File: config.mk
export PLATFORM = sky130hd
export DESIGN_NAME = display_mode_top
export DESIGN_NICKNAME = d
export VERILOG_FILES = /design/src/design/video_mode_pkg.sv /design/src/design/clock_prog_pkg.sv /design/src/design/display_mode_top.sv /design/src/design/mode_select.sv /design/src/design/pclk_programmer.sv /design/src/design/video_timing.sv
export SDC_FILE = /design/constraint.sdc
export NUM_CORES = 1
export LEC_CHECK = 0
export ABC_AREA = 1
export BUFFER_PORTS_ARGS = -buffer_cell sky130_fd_sc_hd__clkbuf_2
export CORE_ASPECT_RATIO = 1.5
export CORE_UTILIZATION = 60
export DETAILED_ROUTE_END_ITERATION = 7
export GPL_TIMING_DRIVEN = 0
export MAX_ROUTING_LAYER = met4
export PLACE_DENSITY = 0.79
export SYNTH_ARGS = -nofsm -noshare
export SYNTH_HDL_FRONTEND = slang
export SYNTH_HIERARCHICAL = 1
export SYNTH_SLANG_ARGS = --single-unit
File: constraint.sdc
create_clock -name clk50m_bufg -period 3 [get_ports clk50m_bufg]
set_input_delay 0.6 -clock clk50m_bufg [delete_from_list [all_inputs] [get_ports clk50m_bufg]]
set_output_delay 0.6 -clock clk50m_bufg [all_outputs]
set_load 0.02 [all_outputs]
File: src/design/video_mode_pkg.sv
package video_mode_pkg;

	// Raw code from the four mode switches
	typedef logic [3:0] mode_code_t;

	// Pixel or line position
	typedef logic [10:0] tcount_t;

	typedef enum logic [2:0] {
		MODE_VGA,
		MODE_SVGA,
		MODE_XGA,
		MODE_HD720,
		MODE_SXGA,
		MODE_CAMERA
	} video_mode_t;

	// Terminal counts, position 0 is the first live pixel or line
	typedef struct packed {
		tcount_t hsblnk; // Last live pixel
		tcount_t hssync; // Sync goes active after this count
		tcount_t hesync; // Last count with sync active
		tcount_t heblnk; // Last count of the line
		tcount_t vsblnk;
		tcount_t vssync;
		tcount_t vesync;
		tcount_t veblnk;
	} timing_set_t;

	function automatic video_mode_t decode_mode(mode_code_t code);
		case (code)
			4'b0000: return MODE_VGA;
			4'b0001: return MODE_SVGA;
			4'b0011: return MODE_XGA;
			4'b1000: return MODE_SXGA;
			4'b1001: return MODE_CAMERA;
			default: return MODE_HD720; // 4'b0010 and every unused code
		endcase
	endfunction

	// Live, front porch, sync width, back porch for each direction
	function automatic timing_set_t make_set(int hpix, int hfp, int hsw, int hbp,
	                                         int vlin, int vfp, int vsw, int vbp);
		timing_set_t t;
		t.hsblnk = tcount_t'(hpix - 1);
		t.hssync = tcount_t'(hpix - 1 + hfp);
		t.hesync = tcount_t'(hpix - 1 + hfp + hsw);
		t.heblnk = tcount_t'(hpix - 1 + hfp + hsw + hbp);
		t.vsblnk = tcount_t'(vlin - 1);
		t.vssync = tcount_t'(vlin - 1 + vfp);
		t.vesync = tcount_t'(vlin - 1 + vfp + vsw);
		t.veblnk = tcount_t'(vlin - 1 + vfp + vsw + vbp);
		return t;
	endfunction

	function automatic timing_set_t timing_lookup(video_mode_t mode);
		case (mode)
			MODE_VGA:    return make_set(640,  16,  96,  48,  480,  11, 2, 31);
			MODE_SVGA:   return make_set(800,  40,  128, 88,  600,  1,  4, 23);
			MODE_XGA:    return make_set(1024, 24,  136, 160, 768,  3,  6, 29);
			MODE_SXGA:   return make_set(1280, 48,  112, 248, 1024, 1,  3, 38);
			MODE_CAMERA: return make_set(1280, 110, 39,  220, 720,  4,  4, 22);
			default:     return make_set(1280, 110, 40,  220, 720,  5,  5, 20); // 720p
		endcase
	endfunction

	// 1 = negative going syncs
	function automatic logic mode_polarity(video_mode_t mode);
		return (mode == MODE_VGA) || (mode == MODE_XGA);
	endfunction

endpackage

File: src/design/clock_prog_pkg.sv
package clock_prog_pkg;
	import video_mode_pkg::*;

	// M or D, goes out on the wire as value minus one
	typedef logic [7:0] synth_val_t;

	typedef struct packed {
		synth_val_t m;
		synth_val_t d;
	} synth_pair_t;

	// Command header, bit 0 is shifted out first
	typedef enum logic [1:0] {
		LOAD_D = 2'b01, // 1 then 0
		LOAD_M = 2'b11  // 1 then 1
	} prog_cmd_t;

	typedef enum logic [2:0] {
		PS_IDLE,
		PS_START,  // Idle cycle ahead of the D frame
		PS_LOAD_D,
		PS_GAP_D,
		PS_LOAD_M,
		PS_GAP_M,
		PS_GO,
		PS_WAIT    // Waiting for the done flag
	} prog_state_t;

	// Pixel clock = 50 MHz * M / D
	function automatic synth_pair_t clock_lookup(video_mode_t mode);
		case (mode)
			MODE_VGA:    return '{8'd2,   8'd4};   // 25 MHz
			MODE_SVGA:   return '{8'd4,   8'd5};   // 40 MHz
			MODE_XGA:    return '{8'd13,  8'd10};  // 65 MHz
			MODE_SXGA:   return '{8'd54,  8'd25};  // 108 MHz
			MODE_CAMERA: return '{8'd135, 8'd91};  // Just under 74.25 MHz
			default:     return '{8'd248, 8'd167}; // 74.25 MHz
		endcase
	endfunction

endpackage

File: src/design/display_mode_top.sv
`timescale 1ns/10ps

module display_mode_top #(
	parameter int DEBOUNCE_CYCLES = 65536  // Switch settle time in clocks
) (
	input  logic                       clk50m_bufg,
	input  logic                       RSTBTN,
	input  video_mode_pkg::mode_code_t sw,
	input  logic                       progdone,
	output logic                       progen,
	output logic                       progdata,
	output logic                       busy,
	output logic                       hsync,
	output logic                       vsync,
	output logic                       de,
	output video_mode_pkg::tcount_t    hcount,
	output video_mode_pkg::tcount_t    vcount
);
	import video_mode_pkg::*;

	video_mode_t mode;         // Current display mode
	logic        mode_change;  // One cycle, starts programming and restarts timing

	////////////////////////////////////////////////////////////////////////////
	// Mode switches
	////////////////////////////////////////////////////////////////////////////

	mode_select #(
		.DEBOUNCE_CYCLES (DEBOUNCE_CYCLES)
	) i_mode_select (
		.clk50m_bufg (clk50m_bufg),
		.RSTBTN      (RSTBTN),
		.sw          (sw),
		.mode        (mode),
		.mode_change (mode_change)
	);

	// Serial M/D load into the pixel clock synthesizer
	pclk_programmer i_pclk_programmer (
		.clk50m_bufg (clk50m_bufg),
		.RSTBTN      (RSTBTN),
		.mode        (mode),
		.mode_change (mode_change),
		.progdone    (progdone),
		.progen      (progen),
		.progdata    (progdata),
		.busy        (busy)
	);

	////////////////////////////////////////////////////////////////////////////
	// Video timing
	////////////////////////////////////////////////////////////////////////////

	video_timing i_video_timing (
		.clk50m_bufg (clk50m_bufg),  // Stands in for the pixel clock
		.RSTBTN      (RSTBTN),
		.mode        (mode),
		.mode_change (mode_change),
		.hcount      (hcount),
		.vcount      (vcount),
		.hsync       (hsync),
		.vsync       (vsync),
		.de          (de)
	);

endmodule

File: src/design/mode_select.sv
`timescale 1ns/10ps

module mode_select #(
	parameter int DEBOUNCE_CYCLES = 65536
) (
	input  logic                        clk50m_bufg,
	input  logic                        RSTBTN,
	input  video_mode_pkg::mode_code_t  sw,
	output video_mode_pkg::video_mode_t mode,
	output logic                        mode_change
);
	import video_mode_pkg::*;

	localparam int               CNT_W   = $clog2(DEBOUNCE_CYCLES + 1);
	localparam logic [CNT_W-1:0] SETTLED = CNT_W'(DEBOUNCE_CYCLES - 1);

	mode_code_t       sw_meta;
	mode_code_t       sw_sync;
	mode_code_t       sw_q;       // Sampled code
	logic [CNT_W-1:0] stable_cnt;
	logic [2:0]       pwrup_cnt;
	video_mode_t      sw_mode;
	logic             settled;

	////////////////////////////////////////////////////////////////////////////
	// Switch sampling
	////////////////////////////////////////////////////////////////////////////

	// Two flops against metastability, then one register stage
	always_ff @(posedge clk50m_bufg) begin
		sw_meta <= sw;
		sw_sync <= sw_meta;
		sw_q    <= sw_sync;
	end

	assign sw_mode = decode_mode(sw_q);
	assign settled = (stable_cnt == SETTLED);

	// Cycles the sampled code has held still
	always_ff @(posedge clk50m_bufg) begin
		if (RSTBTN) begin
			stable_cnt <= '0;
		end else if (sw_sync != sw_q) begin
			stable_cnt <= '0;                         // Code about to move
		end else if (!settled) begin
			stable_cnt <= stable_cnt + 1'b1;
		end
	end

	////////////////////////////////////////////////////////////////////////////
	// Mode change pulse
	////////////////////////////////////////////////////////////////////////////

	// Power-up change on the 4th edge after reset, mode stays at 720p for it
	always_ff @(posedge clk50m_bufg) begin
		if (RSTBTN) begin
			pwrup_cnt   <= 3'd0;
			mode        <= MODE_HD720;
			mode_change <= 1'b0;
		end else begin
			mode_change <= 1'b0;
			if (!pwrup_cnt[2]) begin
				pwrup_cnt   <= pwrup_cnt + 3'd1;
				mode_change <= (pwrup_cnt == 3'd3);
			end else if (settled && (sw_mode != mode)) begin
				mode        <= sw_mode;               // Same edge as the pulse
				mode_change <= 1'b1;
			end
		end
	end

endmodule

File: src/design/pclk_programmer.sv
`timescale 1ns/10ps

module pclk_programmer (
	input  logic                        clk50m_bufg,
	input  logic                        RSTBTN,
	input  video_mode_pkg::video_mode_t mode,
	input  logic                        mode_change,
	input  logic                        progdone,  // Synthesizer ready
	output logic                        progen,
	output logic                        progdata,
	output logic                        busy
);
	import clock_prog_pkg::*;

	prog_state_t state;
	synth_pair_t md_lut;
	synth_val_t  m_val;    // M-1 for the current request
	synth_val_t  d_val;    // D-1
	logic [9:0]  frame_d;
	logic [9:0]  frame_m;
	logic [8:0]  shreg;    // Bits still to go after the one on progdata
	logic [3:0]  bit_cnt;

	assign md_lut = clock_lookup(mode);

	// Header in the low bits so it leaves first, value LSB first after it
	assign frame_d = {d_val, LOAD_D};
	assign frame_m = {m_val, LOAD_M};

	// Mode is already the new one when the pulse arrives
	always_ff @(posedge clk50m_bufg) begin
		if (mode_change) begin
			m_val <= md_lut.m - 8'd1;
			d_val <= md_lut.d - 8'd1;
		end
	end

	////////////////////////////////////////////////////////////////////////////
	// Command sequencer
	////////////////////////////////////////////////////////////////////////////

	always_ff @(posedge clk50m_bufg) begin
		if (RSTBTN) begin
			state    <= PS_IDLE;
			progen   <= 1'b0;
			progdata <= 1'b0;
			busy     <= 1'b0;
			bit_cnt  <= 4'd0;
		end else if (mode_change) begin
			// Restart from any state, progen drops for one cycle first
			state    <= PS_START;
			progen   <= 1'b0;
			progdata <= 1'b0;
			busy     <= 1'b1;
			bit_cnt  <= 4'd0;
		end else begin
			case (state)
				PS_START: begin
					state    <= PS_LOAD_D;
					progen   <= 1'b1;
					progdata <= frame_d[0];
					shreg    <= frame_d[9:1];
					bit_cnt  <= 4'd0;
				end
				PS_LOAD_D, PS_LOAD_M: begin
					if (bit_cnt == 4'd9) begin                 // 10th bit on the wire
						progen   <= 1'b0;
						progdata <= 1'b0;
						state    <= (state == PS_LOAD_D) ? PS_GAP_D : PS_GAP_M;
					end else begin
						progdata <= shreg[0];
						shreg    <= {1'b0, shreg[8:1]};
						bit_cnt  <= bit_cnt + 4'd1;
					end
				end
				PS_GAP_D: begin
					state    <= PS_LOAD_M;
					progen   <= 1'b1;
					progdata <= frame_m[0];
					shreg    <= frame_m[9:1];
					bit_cnt  <= 4'd0;
				end
				PS_GAP_M: begin
					state    <= PS_GO;
					progen   <= 1'b1;                          // GO is a single cycle, data 0
					progdata <= 1'b0;
				end
				PS_GO: begin
					state  <= PS_WAIT;
					progen <= 1'b0;
				end
				PS_WAIT: begin
					if (progdone) begin
						state <= PS_IDLE;
						busy  <= 1'b0;
					end
				end
				default: state <= PS_IDLE;
			endcase
		end
	end

endmodule

File: src/design/video_timing.sv
`timescale 1ns/10ps

module video_timing (
	input  logic                        clk50m_bufg,
	input  logic                        RSTBTN,
	input  video_mode_pkg::video_mode_t mode,
	input  logic                        mode_change,
	output video_mode_pkg::tcount_t     hcount,
	output video_mode_pkg::tcount_t     vcount,
	output logic                        hsync,
	output logic                        vsync,
	output logic                        de
);
	import video_mode_pkg::*;

	timing_set_t tset;
	logic        polarity;  // 1 = negative
	logic        h_end;
	logic        v_end;
	logic        hblnk;
	logic        vblnk;
	logic        hsync_raw;
	logic        vsync_raw;
	logic        active;
	logic        hsync_q;
	logic        vsync_q;
	logic        de_q;

	// Table for the running mode
	assign tset     = timing_lookup(mode);
	assign polarity = mode_polarity(mode);

	assign h_end = (hcount == tset.heblnk);   // Last pixel of the line
	assign v_end = (vcount == tset.veblnk);   // Last line of the frame

	////////////////////////////////////////////////////////////////////////////
	// Position counters
	////////////////////////////////////////////////////////////////////////////

	// A mode change restarts the frame at the top left corner
	always_ff @(posedge clk50m_bufg) begin
		if (RSTBTN || mode_change) begin
			hcount <= '0;
			vcount <= '0;
		end else if (h_end) begin
			hcount <= '0;
			vcount <= v_end ? '0 : vcount + 11'd1;  // Line step at end of line
		end else begin
			hcount <= hcount + 11'd1;
		end
	end

	////////////////////////////////////////////////////////////////////////////
	// Blanking and syncs
	////////////////////////////////////////////////////////////////////////////

	assign hblnk = (hcount > tset.hsblnk);
	assign vblnk = (vcount > tset.vsblnk);

	// Active high here, polarity fixed in the first register stage
	assign hsync_raw = (hcount > tset.hssync) && (hcount <= tset.hesync);
	assign vsync_raw = (vcount > tset.vssync) && (vcount <= tset.vesync);

	assign active = !hblnk && !vblnk;

	// Two register stages, outputs trail the counters by 2 cycles
	always_ff @(posedge clk50m_bufg) begin
		if (RSTBTN) begin
			hsync_q <= mode_polarity(MODE_HD720);   // Inactive level of the default mode
			vsync_q <= mode_polarity(MODE_HD720);
			de_q    <= 1'b0;
			hsync   <= mode_polarity(MODE_HD720);
			vsync   <= mode_polarity(MODE_HD720);
			de      <= 1'b0;
		end else begin
			hsync_q <= hsync_raw ^ polarity;
			vsync_q <= vsync_raw ^ polarity;
			de_q    <= active;
			hsync   <= hsync_q;
			vsync   <= vsync_q;
			de      <= de_q;
		end
	end

endmodule

==> results of run 1 <==
==> synthesized netlist by cell type, types with 6 or more instances <==
cell type / count
sky130_fd_sc_hd__o21ai_0: 12
sky130_fd_sc_hd__xor2_1: 14
sky130_fd_sc_hd__a21oi_1: 45
sky130_fd_sc_hd__inv_1: 98
sky130_fd_sc_hd__nor2_1: 84
sky130_fd_sc_hd__nor2_4: 8
sky130_fd_sc_hd__nor2_2: 9
sky130_fd_sc_hd__nand2_4: 6
sky130_fd_sc_hd__dfxtp_1: 74
sky130_fd_sc_hd__nor3_1: 15
sky130_fd_sc_hd__nand2_1: 204
sky130_fd_sc_hd__ha_1: 41
sky130_fd_sc_hd__nand3_2: 6
sky130_fd_sc_hd__nand2_2: 9
sky130_fd_sc_hd__edfxtp_1: 24
sky130_fd_sc_hd__o21ai_1: 8
sky130_fd_sc_hd__nand4_1: 20
sky130_fd_sc_hd__nand3_1: 68
sky130_fd_sc_hd__inv_2: 8
sky130_fd_sc_hd__buf_6: 6
==> final timing paths <==
kind / endpoint / slack (ns) / cells after the start / from
hold / removal: i_mode_select/sw_sync[3]$_DFF_P_ / 0.33 / 0 / i_mode_select/sw_meta[3]$_DFF_P_
setup / recovery: i_video_timing/hcount[9]$_SDFF_PP0_ / 0.29 / 13 / i_mode_select/mode[1]$_SDFFE_PP1P_
setup reg to reg: i_video_timing/hcount[9]$_SDFF_PP0_ / 0.29 / 13 / i_mode_select/mode[1]$_SDFFE_PP1P_
hold reg to reg: i_mode_select/sw_sync[3]$_DFF_P_ / 0.33 / 0 / i_mode_select/sw_meta[3]$_DFF_P_
==> stage by stage <==
| step | utilization, % | power (W) |
|---|---|---|
| detailed placement | 64.9 | 0.00163 |
| finish | 68.1 | 0.00280 |
| floorplan | - | 0.00157 |
| global route | 68.1 | 0.00290 |
| CTS | 68.1 | 0.00281 |
| global placement | 64.9 | 0.00161 |
==> final cells by class <==
| type | count | area [µm²] |
|---|---|---|
| Inverter | 107 | 402 |
| Buffer | 8 | 80.1 |
| Clock inverter | 7 | 86.3 |
| Clock buffer | 9 | 225 |
| Tap cell | 115 | 144 |
| Timing Repair Buffer | 34 | 170 |
| Multi-Input combinational cell | 587 | 3250 |
| Sequential cell | 98 | 2200 |
| Fill cell | 846 | 3070 |
==> cell families (layout without fill, tap and decap cells) <==
kind of cell             after synthesis  in the layout  synth area share (%)
adder cells (fa/ha/maj)               41             41                  8.64
XOR/XNOR                              19             19                  3.06
AND/OR/NAND/NOR                      445            445                  35.4
AO/OA/AOI/OAI                         82             82                  7.65
flip-flops                            98             98                  37.1
buffers and inverters                115            165                  8.11
==> routing by layer <==
layer	global-route usage (%)	routed length, µm	vias up
met5	-	0	-
li1	-	-	2707
met2	50.1	6830	136
met1	29.3	5250	2447
met3	3.78	475	52
met4	16.9	577	0
==> worst max-delay path, cell delays in order (launching register included) <==
cell	delay (ns)
sky130_fd_sc_hd__dfxtp_1	0.49
sky130_fd_sc_hd__buf_4	0.27
sky130_fd_sc_hd__inv_2	0.13
sky130_fd_sc_hd__nand3_2	0.15
sky130_fd_sc_hd__nand2_1	0.19
sky130_fd_sc_hd__ha_1	0.37
sky130_fd_sc_hd__nand2_1	0.11
sky130_fd_sc_hd__nor3_1	0.15
sky130_fd_sc_hd__nand4_1	0.13
sky130_fd_sc_hd__nor2_2	0.15
sky130_fd_sc_hd__nand2_2	0.10
sky130_fd_sc_hd__nand2_2	0.13
sky130_fd_sc_hd__buf_6	0.17
sky130_fd_sc_hd__nor2_1	0.06
==> sequential cells by signal, indices dropped and copies added (netlist names), 7 cells and up <==
| name | flops |
|---|---|
| i_mode_select/stable_cnt | 17 |
| i_video_timing/hcount | 11 |
| i_video_timing/vcount | 11 |
| i_pclk_programmer/shreg | 9 |
| i_pclk_programmer/d_val | 8 |
| i_pclk_programmer/m_val | 7 |
==> power breakdown <==
part / leakage [nW] / switching, W / internal [W]
clock network: 0.155 / 0.000538 / 0.000665
logic: 2.00 / 0.000111 / 0.0000591
registers: 0.806 / 0.0000306 / 0.00139
total: 2.96 / 0.000680 / 0.00212
==> impl_metrics.toml, run 1 <==
[timing]
timing_max_transition_violations_final = 0
setup_violations = 0
tightest_slew_ns = 0.864
achievable-frequency_mhz = 369
final_min_period_over_clock_period_pct = 90.3
fin_worst_hold_slack_ns = 0.329
layout_setup_ws_ns = 0.291
timing.setup.tns_ns = 0
number_of_hold_violations_in_the_final_report = 0
headroom_to_the_max_slew_limit_pct = 42.4
period_minus_slack_ns = 2.71
fin_skew_ns = 0.0103
grt_setup_unrepaired = "false"

[clock_tree]
root_buffer = "sky130_fd_sc_hd__clkbuf_16"
clk_pin_slew_ns = 0.07
tritoncts_clock_tree = "yes"
cts-resized-gates = 0
max-clock-path-buffers = 2
clkLatencyLatePin_ns = 0.35
cts.htree.levels = 3
cts-hold-fix-buffers = 0
cts.repair_timing.setup_buffer_count = 0
numClockSinks = 98
tritoncts.num_buffers = 9

[die]
die_area_um2 = 10300
rows = 44
floorplan.io_pins = 35
die_w_um = 83.2
chipHeight_um = 124
floorplan.initialDensity_pct = 61.6
design.core.area_um2 = 9630

[place]
dp_hpwl_um = 10100
dpl_worst_slack_ns = 0.348
port_buffers = 34
placedCellCount = 949
detailed_place.area_um2 = 6250
placer_congestion_estimate = 0.956

[job]
maxCapViolCount = 0

[grt]
grt_max_degree = 19
grt-ovfl-total = 0
grt_pass1_wl_um = 22600
via_count_of_the_first_global_routing_pass = 5145
grt_util_all_layers_pct = 27.9
grt_antenna_before_repair = 0

[power_and_ir_drop]
worst_ir_drop_vdd_mv = 0.392
power-per-cell-area_nw_per_um2 = 426
static-leakage-power_nw = 2.96

[synthesis]
synthesized_cell_area_um2 = 5940
synth_top_area_share_pct = 25.0
synth.area.top_cells = "sky130_fd_sc_hd__dfxtp_1, sky130_fd_sc_hd__nand2_1, sky130_fd_sc_hd__edfxtp_1, sky130_fd_sc_hd__ha_1, sky130_fd_sc_hd__inv_1"
syn_area_per_cell_um2 = 7.42
synth.yosys.warnings = 6
post_synth_inst_count = 800
yosys_register_bits = 98
number_of_distinct_library_cell_variants_in_the_gate_level_netlist_after_synthesis = 42
postSynth.topFlopCell = "sky130_fd_sc_hd__dfxtp_1"
ys_async_sr_fraction_pct = 0
netlist.top_cell.by_area = "sky130_fd_sc_hd__dfxtp_1"
synth.yosys.seq_area_share_pct = 37.1
synth-edff-count = 24
synthesis.nets = 848

[critical_path]
cp.arrival_ns = 2.95
required_ns = 3.25
crit_path_max_fanout = 10
crit_path_start_kind = "flip-flop"
cp-end-kind = "flip-flop"
criticalPathCategory = "flip-flop to flip-flop"

[layout]
layout_common_cells = "sky130_fd_sc_hd__nand2_1, sky130_fd_sc_hd__inv_1, sky130_fd_sc_hd__nor2_1"
area_growth_syn_to_layout_pct = 10.5
finish.cell_count_without_fillers = 965
post_route_cells_drive_above_1_share_pct = 13.8
fin_area_um2 = 6560
layout_commonest_cell = "sky130_fd_sc_hd__nand2_1"
antennaDiodeCount = 0
nets = 893

[route]
dr.first_iter.drc_count = 255
detail_route.wl_per_cell_um = 13.6
drtPass1Iterations = 5
avgViaCountPerCell = 5.54
detail_route.drc_violations = 0
ant_nets = 0
postRouteWirelength_um = 13100
routed-via-count = 5342

[hold_path]
min_delay_worst_type = "flip-flop to flip-flop"

[run_status]
status = "finished clean"
Note: power is estimated with default switching activity, not from simulation.
==> run 2: changes to the inputs <==
CORE_ASPECT_RATIO = unset   (was 1.5)
==> run 2 against run 1 <==
Compared with the run above:
- die area barely moved
- flip-flop and latch count did not move
- maximum frequency fell by 1.1%
- combinational power barely moved
- first-iteration DRC count rose by 22%
- clock-buffer cell count did not move
- critical path type unchanged
==> impl_metrics.toml, run 2 (synthesis gave the netlist of run 1 again) <==
[timing]
fin_skew_ns = 0.0168
layout_setup_ws_ns = 0.261
timing_max_transition_violations_final = 0
headroom_to_the_max_slew_limit_pct = 46.1
tightest_slew_ns = 0.808
number_of_hold_violations_in_the_final_report = 0
final_min_period_over_clock_period_pct = 91.3
period_minus_slack_ns = 2.74
timing.setup.tns_ns = 0
setup_violations = 0
achievable-frequency_mhz = 365
grt_setup_unrepaired = "false"

[die]
die_w_um = 101
floorplan.initialDensity_pct = 63.1
die_area_um2 = 10300
chipHeight_um = 101
design.core.area_um2 = 9420
floorplan.io_pins = 35
rows = 35

[place]
dp_hpwl_um = 10000
detailed_place.area_um2 = 6270
dpl_worst_slack_ns = 0.323
port_buffers = 34
placer_congestion_estimate = 0.947

[critical_path]
crit_path_start_kind = "flip-flop"
required_ns = 3.26
crit_path_max_fanout = 10
criticalPathCategory = "flip-flop to flip-flop"
cp-end-kind = "flip-flop"
cp.arrival_ns = 3.00

[hold_path]
min_delay_worst_type = "flip-flop to flip-flop"

[run_status]
status = "finished clean"

[clock_tree]
root_buffer = "sky130_fd_sc_hd__clkbuf_8"
cts-hold-fix-buffers = 0
cts.repair_timing.setup_buffer_count = 0
clkLatencyLatePin_ns = 0.37
cts.htree.levels = 3
clk_pin_slew_ns = 0.10
max-clock-path-buffers = 2
numClockSinks = 98
tritoncts.num_buffers = 9
cts-resized-gates = 0
tritoncts_clock_tree = "yes"

[route]
drtPass1Iterations = 6
dr.first_iter.drc_count = 310
ant_nets = 0
detail_route.wl_per_cell_um = 13.4
postRouteWirelength_um = 13100
avgViaCountPerCell = 5.40
routed-via-count = 5288
detail_route.drc_violations = 0

[layout]
fin_area_um2 = 6450
layout_common_cells = "sky130_fd_sc_hd__nand2_1, sky130_fd_sc_hd__inv_1, sky130_fd_sc_hd__nor2_1"
combined_area_of_the_multi_input_logic_cells_um2 = 3250
area_growth_syn_to_layout_pct = 8.68
layout_commonest_cell = "sky130_fd_sc_hd__nand2_1"
post_route_cells_drive_above_1_share_pct = 13.6
nets = 893
largest_register_ffs = 17
antennaDiodeCount = 0
final.fill_count = 820
largest_registers = "i_mode_select/stable_cnt: 17 flops, i_video_timing/hcount: 11 flops, i_video_timing/vcount: 11 flops"
regArea_um2 = 2200
largest-register = "i_mode_select/stable_cnt"
finalCoreUtilization_pct = 68.5

[grt]
grt_antenna_before_repair = 0
grt_util_all_layers_pct = 28.0
grt_pass1_wl_um = 21900
via_count_of_the_first_global_routing_pass = 4862
grt_max_degree = 19
grt-ovfl-total = 0

[job]
maxCapViolCount = 0

[power_and_ir_drop]
power-per-cell-area_nw_per_um2 = 373
worst_ir_drop_vdd_mv = 0.247
static-leakage-power_nw = 2.90
[run 2: critical path, stage by stage, from the launching register on]
cell and delay, ns:
sky130_fd_sc_hd__dfxtp_1 0.51, sky130_fd_sc_hd__buf_4 0.27, sky130_fd_sc_hd__inv_2 0.12, sky130_fd_sc_hd__nand3_2 0.15, sky130_fd_sc_hd__nand2_1 0.17, sky130_fd_sc_hd__ha_1 0.37
sky130_fd_sc_hd__nand2_1 0.10, sky130_fd_sc_hd__nor3_1 0.16, sky130_fd_sc_hd__nand4_1 0.14, sky130_fd_sc_hd__nor2_2 0.17, sky130_fd_sc_hd__nand2_2 0.11, sky130_fd_sc_hd__nand2_2 0.13
sky130_fd_sc_hd__buf_6 0.17, sky130_fd_sc_hd__nor2_1 0.06
[run 2: worst paths after layout]
check | startpoint | endpoint | slack, ns | cells past startpoint
setup / recovery | i_mode_select/mode[1]$_SDFFE_PP1P_ | i_video_timing/hcount[8]$_SDFF_PP0_ | 0.26 | 13
hold / removal | i_mode_select/sw_meta[0]$_DFF_P_ | i_mode_select/sw_sync[0]$_DFF_P_ | 0.33 | 0
hold reg to reg | i_mode_select/sw_meta[0]$_DFF_P_ | i_mode_select/sw_sync[0]$_DFF_P_ | 0.33 | 0
setup reg to reg | i_mode_select/mode[1]$_SDFFE_PP1P_ | i_video_timing/hcount[8]$_SDFF_PP0_ | 0.26 | 13
[run 2: cell type report]
class | instances | share of cell area (%)
Multi-Input combinational cell | 587 | 50.4
Sequential cell | 98 | 34.1
Inverter | 107 | 6.22
Timing Repair Buffer | 34 | 2.64
Tap cell | 129 | 2.50
Clock buffer | 9 | 1.92
Buffer | 8 | 1.24
Clock inverter | 7 | 0.931
[run 2: per-layer routing]
layer	GRT usage, %	part of all wire, %	wire length, µm	vias to the layer above
li1	-	-	-	2712
met1	35.2	46	6070	2422
met2	47.3	47	6180	135
met3	3.52	5.0	649	19
met4	8.25	1.6	210	0
met5	-	0	0	-
[run 2: power breakdown]
group	internal (W)	total (W)	switching [W]
Clock	0.000317	0.000809	0.000493
Sequential	0.00139	0.00142	0.0000313
Combinational	0.0000594	0.000171	0.000111
Total	0.00177	0.00240	0.000636
[run 2: metrics by stage]
| stage | cells | hold WS (ns) | power [W] |
|---|---|---|---|
| final | 979 | 0.334 | 0.00240 |
| after floorplan | 800 | 0.310 | 0.00157 |
| after CTS | 979 | 0.326 | 0.00243 |
| after global placement | 963 | 0.311 | 0.00161 |
| after detailed placement | 963 | 0.312 | 0.00163 |
| after global routing | 979 | 0.319 | 0.00251 |
